File: src/design/cpuPkg.sv
//////////////////////////////////////////////////////////////////////
// cpu package for the integer execute path
// alu operation codes, opcode and funct values, exception bit
// positions and the two-view instruction word
//////////////////////////////////////////////////////////////////////
`default_nettype none

package cpuPkg;

    // operand and exception vector widths
    localparam int DATA_WIDTH = 32;
    localparam int EXC_WIDTH  = 8;

    // alu operations, variable shifts fold onto SLL/SRL/SRA
    typedef enum logic [4:0] {
        ALU_ADD,
        ALU_ADDU,
        ALU_SUB,
        ALU_SUBU,
        ALU_AND,
        ALU_OR,
        ALU_XOR,
        ALU_NOR,
        ALU_SLT,
        ALU_SLTU,
        ALU_SLL,
        ALU_SRL,
        ALU_SRA,
        ALU_NOP
    } aluOpE;

    // one instruction word, seen as R-type or as I-type
    typedef union packed {
        struct packed {
            logic [5:0] opcode;
            logic [4:0] rs;
            logic [4:0] rt;
            logic [4:0] rd;
            logic [4:0] shamt;
            logic [5:0] funct;
        } r;
        struct packed {
            logic [5:0]  opcode;
            logic [4:0]  rs;
            logic [4:0]  rt;
            logic [15:0] imm16;
        } i;
    } instrWordU;

    // primary opcodes
    localparam logic [5:0] OPC_SPECIAL = 6'b000000;
    localparam logic [5:0] OPC_ADDI    = 6'b001000;
    localparam logic [5:0] OPC_ADDIU   = 6'b001001;
    localparam logic [5:0] OPC_SLTI    = 6'b001010;
    localparam logic [5:0] OPC_SLTIU   = 6'b001011;
    localparam logic [5:0] OPC_ANDI    = 6'b001100;
    localparam logic [5:0] OPC_ORI     = 6'b001101;
    localparam logic [5:0] OPC_XORI    = 6'b001110;
    localparam logic [5:0] OPC_LUI     = 6'b001111;

    // funct field under OPC_SPECIAL
    localparam logic [5:0] FN_SLL  = 6'b000000;
    localparam logic [5:0] FN_SRL  = 6'b000010;
    localparam logic [5:0] FN_SRA  = 6'b000011;
    localparam logic [5:0] FN_SLLV = 6'b000100;
    localparam logic [5:0] FN_SRLV = 6'b000110;
    localparam logic [5:0] FN_SRAV = 6'b000111;
    localparam logic [5:0] FN_ADD  = 6'b100000;
    localparam logic [5:0] FN_ADDU = 6'b100001;
    localparam logic [5:0] FN_SUB  = 6'b100010;
    localparam logic [5:0] FN_SUBU = 6'b100011;
    localparam logic [5:0] FN_AND  = 6'b100100;
    localparam logic [5:0] FN_OR   = 6'b100101;
    localparam logic [5:0] FN_XOR  = 6'b100110;
    localparam logic [5:0] FN_NOR  = 6'b100111;
    localparam logic [5:0] FN_SLT  = 6'b101010;
    localparam logic [5:0] FN_SLTU = 6'b101011;

    // exception vector bit positions
    localparam int EXC_INTERRUPT = 0;
    localparam int EXC_ADDR_IF   = 1;
    localparam int EXC_RESERVED  = 2;
    localparam int EXC_SYSCALL   = 3;
    localparam int EXC_BREAK     = 4;
    localparam int EXC_ERET      = 5;
    localparam int EXC_ADDR_WR   = 6;
    localparam int EXC_ADDR_RD   = 7;
    // overflow shares the eret bit, eret never reaches an alu op
    localparam int EXC_OVERFLOW  = 5;

endpackage

`default_nettype wire

File: src/design/instrDecoder.sv
//////////////////////////////////////////////////////////////////////
// instruction decoder stage
// turns an instruction word into an alu op and two operands,
// flags unknown encodings, holds one item in a valid/ready register
//////////////////////////////////////////////////////////////////////
`default_nettype none

module instrDecoder (
    input  logic                          clk,
    input  logic                          rst,
    input  logic                          inValid,
    output logic                          inReady,
    input  cpuPkg::instrWordU             instr,
    input  logic [cpuPkg::DATA_WIDTH-1:0] rsValue,
    input  logic [cpuPkg::DATA_WIDTH-1:0] rtValue,
    input  logic [cpuPkg::EXC_WIDTH-1:0]  excIn,
    output logic                          decValid,
    input  logic                          decReady,
    output cpuPkg::aluOpE                 decOp,
    output logic [cpuPkg::DATA_WIDTH-1:0] decA,
    output logic [cpuPkg::DATA_WIDTH-1:0] decB,
    output logic [cpuPkg::EXC_WIDTH-1:0]  decExc
);
    import cpuPkg::*;

    aluOpE                 nextOp;
    logic [DATA_WIDTH-1:0] nextA;
    logic [DATA_WIDTH-1:0] nextB;
    logic [EXC_WIDTH-1:0]  nextExc;
    logic                  reserved;
    logic                  accept;

    // decode, defaults are the register pair
    always_comb begin
        nextOp   = ALU_NOP;
        nextA    = rsValue;
        nextB    = rtValue;
        reserved = 1'b0;
        case (instr.i.opcode)
            OPC_SPECIAL: begin
                // R-type view for funct and shamt
                case (instr.r.funct)
                    FN_ADD:  nextOp = ALU_ADD;
                    FN_ADDU: nextOp = ALU_ADDU;
                    FN_SUB:  nextOp = ALU_SUB;
                    FN_SUBU: nextOp = ALU_SUBU;
                    FN_AND:  nextOp = ALU_AND;
                    FN_OR:   nextOp = ALU_OR;
                    FN_XOR:  nextOp = ALU_XOR;
                    FN_NOR:  nextOp = ALU_NOR;
                    FN_SLT:  nextOp = ALU_SLT;
                    FN_SLTU: nextOp = ALU_SLTU;
                    // variable shifts keep rs as amount
                    FN_SLLV: nextOp = ALU_SLL;
                    FN_SRLV: nextOp = ALU_SRL;
                    FN_SRAV: nextOp = ALU_SRA;
                    FN_SLL, FN_SRL, FN_SRA: begin
                        // fixed shift, amount from shamt
                        nextA = DATA_WIDTH'(instr.r.shamt);
                        if (instr.r.funct == FN_SLL) begin
                            nextOp = ALU_SLL;
                        end else if (instr.r.funct == FN_SRL) begin
                            nextOp = ALU_SRL;
                        end else begin
                            nextOp = ALU_SRA;
                        end
                    end
                    default: reserved = 1'b1;
                endcase
            end
            // sign-extended immediates
            OPC_ADDI: begin
                nextOp = ALU_ADD;
                nextB  = DATA_WIDTH'($signed(instr.i.imm16));
            end
            OPC_ADDIU: begin
                nextOp = ALU_ADDU;
                nextB  = DATA_WIDTH'($signed(instr.i.imm16));
            end
            OPC_SLTI: begin
                nextOp = ALU_SLT;
                nextB  = DATA_WIDTH'($signed(instr.i.imm16));
            end
            OPC_SLTIU: begin
                nextOp = ALU_SLTU;
                nextB  = DATA_WIDTH'($signed(instr.i.imm16));
            end
            // zero-extended immediates
            OPC_ANDI: begin
                nextOp = ALU_AND;
                nextB  = DATA_WIDTH'(instr.i.imm16);
            end
            OPC_ORI: begin
                nextOp = ALU_OR;
                nextB  = DATA_WIDTH'(instr.i.imm16);
            end
            OPC_XORI: begin
                nextOp = ALU_XOR;
                nextB  = DATA_WIDTH'(instr.i.imm16);
            end
            // lui is 0 | (imm << 16)
            OPC_LUI: begin
                nextOp = ALU_OR;
                nextA  = '0;
                nextB  = DATA_WIDTH'({instr.i.imm16, 16'h0000});
            end
            default: reserved = 1'b1;
        endcase
    end

    // incoming flags pass, reserved ORed in
    always_comb begin
        nextExc               = excIn;
        nextExc[EXC_RESERVED] = excIn[EXC_RESERVED] | reserved;
    end

    // single entry, refills in the cycle it drains
    assign inReady = !decValid || decReady;
    assign accept  = inValid && inReady;

    always_ff @(posedge clk) begin
        if (rst) begin
            decValid <= 1'b0;
        end else if (accept) begin
            decValid <= 1'b1;
        end else if (decReady) begin
            decValid <= 1'b0;
        end
    end

    always_ff @(posedge clk) begin
        if (accept) begin
            decOp  <= nextOp;
            decA   <= nextA;
            decB   <= nextB;
            decExc <= nextExc;
        end
    end

endmodule

`default_nettype wire

File: src/design/issueQueue.sv
//////////////////////////////////////////////////////////////////////
// issue queue
// circular FIFO of decoded alu operations between decode and execute
//////////////////////////////////////////////////////////////////////
`default_nettype none

module issueQueue #(
    parameter int QUEUE_DEPTH = 4
) (
    input  logic                          clk,
    input  logic                          rst,
    input  logic                          decValid,
    output logic                          decReady,
    input  cpuPkg::aluOpE                 decOp,
    input  logic [cpuPkg::DATA_WIDTH-1:0] decA,
    input  logic [cpuPkg::DATA_WIDTH-1:0] decB,
    input  logic [cpuPkg::EXC_WIDTH-1:0]  decExc,
    output logic                          qValid,
    input  logic                          qReady,
    output cpuPkg::aluOpE                 qOp,
    output logic [cpuPkg::DATA_WIDTH-1:0] qA,
    output logic [cpuPkg::DATA_WIDTH-1:0] qB,
    output logic [cpuPkg::EXC_WIDTH-1:0]  qExc
);
    import cpuPkg::*;

    // depth is a power of two, pointers wrap on their own
    localparam int PTR_W = $clog2(QUEUE_DEPTH);
    localparam int CNT_W = PTR_W + 1;
    localparam logic [CNT_W-1:0] FULL_COUNT = CNT_W'(QUEUE_DEPTH);

    aluOpE                 opMem  [QUEUE_DEPTH];
    logic [DATA_WIDTH-1:0] aMem   [QUEUE_DEPTH];
    logic [DATA_WIDTH-1:0] bMem   [QUEUE_DEPTH];
    logic [EXC_WIDTH-1:0]  excMem [QUEUE_DEPTH];
    logic [PTR_W-1:0]      wrPtr;
    logic [PTR_W-1:0]      rdPtr;
    logic [CNT_W-1:0]      count;
    logic                  push;
    logic                  pop;

    assign decReady = (count != FULL_COUNT);
    assign qValid   = (count != '0);
    assign push     = decValid && decReady;
    assign pop      = qValid && qReady;

    // head of queue
    assign qOp  = opMem[rdPtr];
    assign qA   = aMem[rdPtr];
    assign qB   = bMem[rdPtr];
    assign qExc = excMem[rdPtr];

    always_ff @(posedge clk) begin
        if (push) begin
            opMem[wrPtr]  <= decOp;
            aMem[wrPtr]   <= decA;
            bMem[wrPtr]   <= decB;
            excMem[wrPtr] <= decExc;
        end
    end

    // pointers and occupancy
    always_ff @(posedge clk) begin
        if (rst) begin
            wrPtr <= '0;
            rdPtr <= '0;
            count <= '0;
        end else begin
            if (push) begin
                wrPtr <= wrPtr + 1'b1;
            end
            if (pop) begin
                rdPtr <= rdPtr + 1'b1;
            end
            // push and pop together leave count alone
            case ({push, pop})
                2'b10:   count <= count + 1'b1;
                2'b01:   count <= count - 1'b1;
                default: count <= count;
            endcase
        end
    end

endmodule

`default_nettype wire

File: src/design/aluExecute.sv
//////////////////////////////////////////////////////////////////////
// alu execute stage
// computes the alu result and the overflow flag, registers them
// behind a valid/ready output
//////////////////////////////////////////////////////////////////////
`default_nettype none

module aluExecute (
    input  logic                          clk,
    input  logic                          rst,
    input  logic                          qValid,
    output logic                          qReady,
    input  cpuPkg::aluOpE                 qOp,
    input  logic [cpuPkg::DATA_WIDTH-1:0] qA,
    input  logic [cpuPkg::DATA_WIDTH-1:0] qB,
    input  logic [cpuPkg::EXC_WIDTH-1:0]  qExc,
    output logic                          outValid,
    input  logic                          outReady,
    output logic [cpuPkg::DATA_WIDTH-1:0] result,
    output logic [cpuPkg::EXC_WIDTH-1:0]  excOut
);
    import cpuPkg::*;

    localparam int MSB = DATA_WIDTH - 1;

    logic [DATA_WIDTH-1:0] sum;
    logic [DATA_WIDTH-1:0] diff;
    logic [DATA_WIDTH-1:0] aluResult;
    logic [EXC_WIDTH-1:0]  nextExc;
    logic                  overflow;
    logic                  pop;

    assign sum  = qA + qB;
    assign diff = qA - qB;

    always_comb begin
        case (qOp)
            ALU_ADD, ALU_ADDU: aluResult = sum;
            ALU_SUB, ALU_SUBU: aluResult = diff;
            ALU_AND:  aluResult = qA & qB;
            ALU_OR:   aluResult = qA | qB;
            ALU_XOR:  aluResult = qA ^ qB;
            ALU_NOR:  aluResult = ~(qA | qB);
            // compares give 0 or 1
            ALU_SLT:  aluResult = DATA_WIDTH'($signed(qA) < $signed(qB));
            ALU_SLTU: aluResult = DATA_WIDTH'(qA < qB);
            // shift B by the low five bits of A
            ALU_SLL:  aluResult = qB << qA[4:0];
            ALU_SRL:  aluResult = qB >> qA[4:0];
            ALU_SRA:  aluResult = $signed(qB) >>> qA[4:0];
            // nop and anything else
            default:  aluResult = '0;
        endcase
    end

    // signed overflow, only add and sub trap
    always_comb begin
        case (qOp)
            ALU_ADD: overflow = (qA[MSB] == qB[MSB]) && (sum[MSB] != qA[MSB]);
            ALU_SUB: overflow = (qA[MSB] != qB[MSB]) && (diff[MSB] != qA[MSB]);
            default: overflow = 1'b0;
        endcase
    end

    always_comb begin
        nextExc               = qExc;
        nextExc[EXC_OVERFLOW] = qExc[EXC_OVERFLOW] | overflow;
    end

    // output register, takes a new item while being drained
    assign qReady = !outValid || outReady;
    assign pop    = qValid && qReady;

    always_ff @(posedge clk) begin
        if (rst) begin
            outValid <= 1'b0;
        end else if (pop) begin
            outValid <= 1'b1;
        end else if (outReady) begin
            outValid <= 1'b0;
        end
    end

    always_ff @(posedge clk) begin
        if (pop) begin
            result <= aluResult;
            excOut <= nextExc;
        end
    end

endmodule

`default_nettype wire

File: src/design/aluExecUnit.sv
//////////////////////////////////////////////////////////////////////
// integer execute unit
// decoder, issue queue and alu stage chained by valid/ready
//////////////////////////////////////////////////////////////////////
`default_nettype none

module aluExecUnit #(
    parameter int QUEUE_DEPTH = 4
) (
    input  logic                          clk,
    input  logic                          rst,
    input  logic                          inValid,
    output logic                          inReady,
    input  cpuPkg::instrWordU             instr,
    input  logic [cpuPkg::DATA_WIDTH-1:0] rsValue,
    input  logic [cpuPkg::DATA_WIDTH-1:0] rtValue,
    input  logic [cpuPkg::EXC_WIDTH-1:0]  excIn,
    output logic                          outValid,
    input  logic                          outReady,
    output logic [cpuPkg::DATA_WIDTH-1:0] result,
    output logic [cpuPkg::EXC_WIDTH-1:0]  excOut
);
    import cpuPkg::*;

    // decoder to queue
    logic                  decValid;
    logic                  decReady;
    aluOpE                 decOp;
    logic [DATA_WIDTH-1:0] decA;
    logic [DATA_WIDTH-1:0] decB;
    logic [EXC_WIDTH-1:0]  decExc;

    // queue to alu
    logic                  qValid;
    logic                  qReady;
    aluOpE                 qOp;
    logic [DATA_WIDTH-1:0] qA;
    logic [DATA_WIDTH-1:0] qB;
    logic [EXC_WIDTH-1:0]  qExc;

    instrDecoder uDecoder (
        .clk      (clk),
        .rst      (rst),
        .inValid  (inValid),
        .inReady  (inReady),
        .instr    (instr),
        .rsValue  (rsValue),
        .rtValue  (rtValue),
        .excIn    (excIn),
        .decValid (decValid),
        .decReady (decReady),
        .decOp    (decOp),
        .decA     (decA),
        .decB     (decB),
        .decExc   (decExc)
    );

    issueQueue #(
        .QUEUE_DEPTH (QUEUE_DEPTH)
    ) uQueue (
        .clk      (clk),
        .rst      (rst),
        .decValid (decValid),
        .decReady (decReady),
        .decOp    (decOp),
        .decA     (decA),
        .decB     (decB),
        .decExc   (decExc),
        .qValid   (qValid),
        .qReady   (qReady),
        .qOp      (qOp),
        .qA       (qA),
        .qB       (qB),
        .qExc     (qExc)
    );

    aluExecute uAlu (
        .clk      (clk),
        .rst      (rst),
        .qValid   (qValid),
        .qReady   (qReady),
        .qOp      (qOp),
        .qA       (qA),
        .qB       (qB),
        .qExc     (qExc),
        .outValid (outValid),
        .outReady (outReady),
        .result   (result),
        .excOut   (excOut)
    );

endmodule

`default_nettype wire

File: config.mk
export PLATFORM = sky130hd
export DESIGN_NAME = aluExecUnit
export DESIGN_NICKNAME = d
export VERILOG_FILES = /design/src/design/cpuPkg.sv /design/src/design/instrDecoder.sv /design/src/design/issueQueue.sv /design/src/design/aluExecute.sv /design/src/design/aluExecUnit.sv
export SDC_FILE = /design/constraint.sdc
export NUM_CORES = 1
export LEC_CHECK = 0
export BUFFER_PORTS_ARGS = -buffer_cell sky130_fd_sc_hd__buf_2
export CAP_MARGIN = 20
export CORE_ASPECT_RATIO = 0.8
export CORE_MARGIN = 4
export CORE_UTILIZATION = 60
export CTS_CLUSTER_DIAMETER = 40
export DETAILED_ROUTE_END_ITERATION = 10
export MAX_ROUTING_LAYER = met4
export PLACE_DENSITY = 0.86
export SLEW_MARGIN = 20
export SYNTH_ARGS = -nofsm -noshare
export SYNTH_HDL_FRONTEND = slang
export SYNTH_HIERARCHICAL = 1
export SYNTH_SLANG_ARGS = --single-unit
File: constraint.sdc
create_clock -name clk -period 5.8 [get_ports clk]
set_clock_uncertainty 0.1 [all_clocks]
set_input_delay 0.29 -clock clk [delete_from_list [all_inputs] [get_ports clk]]
set_output_delay 0.29 -clock clk [all_outputs]
set_load 0.01 [all_outputs]
==> flow_metrics.env <==
export IMPL_status="finished, final reports clean"
export IMPL_synthFlopType="edfxtp_1"
export IMPL_grt_total_usage_pct=35.3
export IMPL_io_pins=150
export IMPL_drive_gt1_share_pct=19.3
export IMPL_cts_buffers_inserted=44
export IMPL_layout_common_cells="edfxtp_1 (424), nor2_1 (184), a21oi_1 (155)"
export IMPL_async_flop_share_pct=0
export IMPL_cts_setup_buffers=0
export IMPL_cts_sinks=435
export IMPL_cts_tree="yes"
export IMPL_ys_ff_latch=435
export IMPL_yosysWarnings=6
export IMPL_end_kind="flop"
export IMPL_n_fill_cell=2844
export IMPL_synthDistinctLibCells=99
export IMPL_initial_core_util_pct=61.2
export IMPL_max_slew_margin_pct=23.2
export IMPL_synth_edf_count=424
export IMPL_grt_overflow=0
export IMPL_critPathLaunchType="flop"
export IMPL_area_growth_pct=12.8
export IMPL_yosysSeqAreaShare_pct=51.8
export IMPL_syn_cell_area_sq_um=25000
export IMPL_finalCritPeriodShare_pct=86.0
export IMPL_worst_hold_path_type="in -> reg"
export IMPL_grt_max_degree=71
export IMPL_antenna_found_initial=3
export IMPL_finalSetupTns_ps=0
export IMPL_period_minus_slack_ps=4990
export IMPL_place_hpwl_um=54300
export IMPL_max_freq_mhz=200
export IMPL_clk_pin_slew_ps=60
export IMPL_arrival_ps=5210
export IMPL_h_tree_depth=2
export IMPL_gp_congestion=1.05
export IMPL_portBuffers=139
export IMPL_first_global_vias=17926
export IMPL_viasPerCell=6.79
export IMPL_die_w_um=236
export IMPL_cts_resized=0
export IMPL_drt_iter0_drc=3101
export IMPL_grt_met1_usage_pct=50.0
export IMPL_via_count=18722
export IMPL_cts_root_buf="clkbuf_16"
export IMPL_layout_nets=2386
export IMPL_avgSynthCellArea_sq_um=12.4
export IMPL_synth_fp_nets=2227
export IMPL_final_common_cell="edfxtp_1"
export IMPL_max_cap_violations=0
export IMPL_rows=66
export IMPL_required_ps=6020
export IMPL_ctsHoldBuffers=61
export IMPL_powerDensity_nw_per_um2=554
export IMPL_maxSlewViolCount=0
export IMPL_drc=0
export IMPL_setup_violations=0
export IMPL_die_height_um=191
export IMPL_met3_usage_pct=9.96
export IMPL_leakage_uw=0.0103
export IMPL_die_area_sq_um=45000
export IMPL_ant_nets=0
export IMPL_wl_per_cell_um=28.4
export IMPL_syn_inst=2015
export IMPL_final_cells=2756
export IMPL_routed_wl_um=78300
export IMPL_grt_first_pass_wirelength_um=116000
export IMPL_busiest_layer="met2"
export IMPL_final_hold_viol_count=0
export IMPL_critPathKind="reg -> reg"
export IMPL_worst_slew_pin_slew_ps=1140
export IMPL_dr_pass1_iters=8
export IMPL_fp_coreArea_sq_um=40900
export IMPL_met2_usage_pct=50.7
export IMPL_post_place_cells=2610
export IMPL_cts_path_max_buffers=3
export IMPL_insertion_delay_ps=570
export IMPL_ir_worst_vdd_mv=0.635
export IMPL_grt_setup_unrepaired="no"
export IMPL_crit_path_max_fanout=15
Yosys cell counts (10+ instances only):
cell type | instances | share of area [%]
a211o_1 | 10 | 0.35
a211oi_1 | 15 | 0.45
a21o_1 | 10 | 0.30
a21oi_1 | 155 | 3.1
a22o_1 | 18 | 0.63
a22oi_1 | 15 | 0.45
and2_1 | 39 | 0.98
buf_1 | 19 | 0.29
buf_2 | 36 | 0.72
clkbuf_1 | 65 | 0.98
dfxtp_1 | 11 | 0.88
edfxtp_1 | 424 | 51
ha_1 | 101 | 5.1
inv_1 | 104 | 1.6
mux2i_1 | 85 | 3.4
mux4_2 | 121 | 11
nand2_1 | 102 | 1.5
nand2b_1 | 13 | 0.33
nand3_1 | 24 | 0.48
nand4_1 | 15 | 0.38
nor2_1 | 184 | 2.8
nor2b_1 | 13 | 0.33
nor3_1 | 35 | 0.70
o21ai_0 | 98 | 2.0
o21bai_1 | 12 | 0.36
o221ai_1 | 15 | 0.53
o22ai_1 | 15 | 0.38
o31ai_1 | 15 | 0.45
or3_1 | 15 | 0.38
xnor2_1 | 55 | 1.9
metal layers:
layer,share of wire (%),up-vias
li1,-,8011
met1,40,9253
met2,44,1270
met3,13,188
met4,3.4,0
met5,0,-
kinds of logic after synthesis:
logic type | after synthesis | synth area share, %
and+or+nand+nor | 481 | 9.23
AOI/OAI and AO/OA | 474 | 12.5
DFF | 435 | 51.8
buffers and inverters | 244 | 4.33
muxes | 214 | 14.7
adders and majority gates | 104 | 5.29
xor gates and xnor gates | 62 | 2.17
other | 1 | 0.0150
power breakdown:
group | switching [uW] | internal, uW
registers | 171 | 3920
logic | 5620 | 3070
clock network | 1260 | 1590
total | 7050 | 8570
through the flow:
stage	worst slack [ps]	utilization [%]	power [uW]	area (sq um)	hold slack (ps)
2_1_floorplan	1250	-	9900	25000	259
3_3_place_gp	1010	63.9	12300	26100	366
3_5_place_dp	957	63.9	12400	26100	369
4_1_cts	950	69.0	15300	28200	2.16
5_1_grt	641	69.0	16300	28200	21.6
6_report	810	69.0	15600	28200	25.2
cell type report:
cell class	count	area [sq um]	share of cell area, %
clock inverter	32	330	1.17
timing repair buffer	246	1670	5.91
multi-input combinational	1336	11000	39.0
clock buffer	50	1140	4.06
tap	544	681	2.41
antenna	2	5.00	0.0177
inverter	111	423	1.50
sequential	435	13000	45.9
worst paths after layout:
kind                     startpoint                 end  slack, ps  depth (start not counted)
setup / recovery               flop     uAlu/result[30]        810                         12
hold / removal          rtValue[21]   uDecoder/decB[21]         30                          3
setup reg to reg               flop     uAlu/result[30]        810                         12
hold reg to reg   uDecoder/decA[11]  uQueue/aMem[1][11]        400                          0
state kept, by name, indices dropped and copies added, names as in the netlist, named ones only:
register           count
uDecoder/decB         32
uQueue/aMem          128
uDecoder/decA         32
uDecoder/decExc        8
uQueue/excMem         32
uAlu/excOut            8
uDecoder/decValid      1
uQueue/rdPtr           2
uAlu/result           32
uDecoder/decOp         4
uQueue/bMem          128
uAlu/outValid          1
uQueue/wrPtr           2
uQueue/count           3
uQueue/opMem          20
worst max-delay path: stages, from the launching register on:
cell      delay, ps
dfxtp_4         560
mux4_4          780
ha_1            340
fa_1            490
a211oi_1        500
o21ai_1         200
and3_1          220
nor4_2          440
o41ai_2         210
a21oi_1         320
mux2i_1         240
a21oi_1          80
a211o_1         250
No activity file was read; power rests on OpenSTA's default activity.
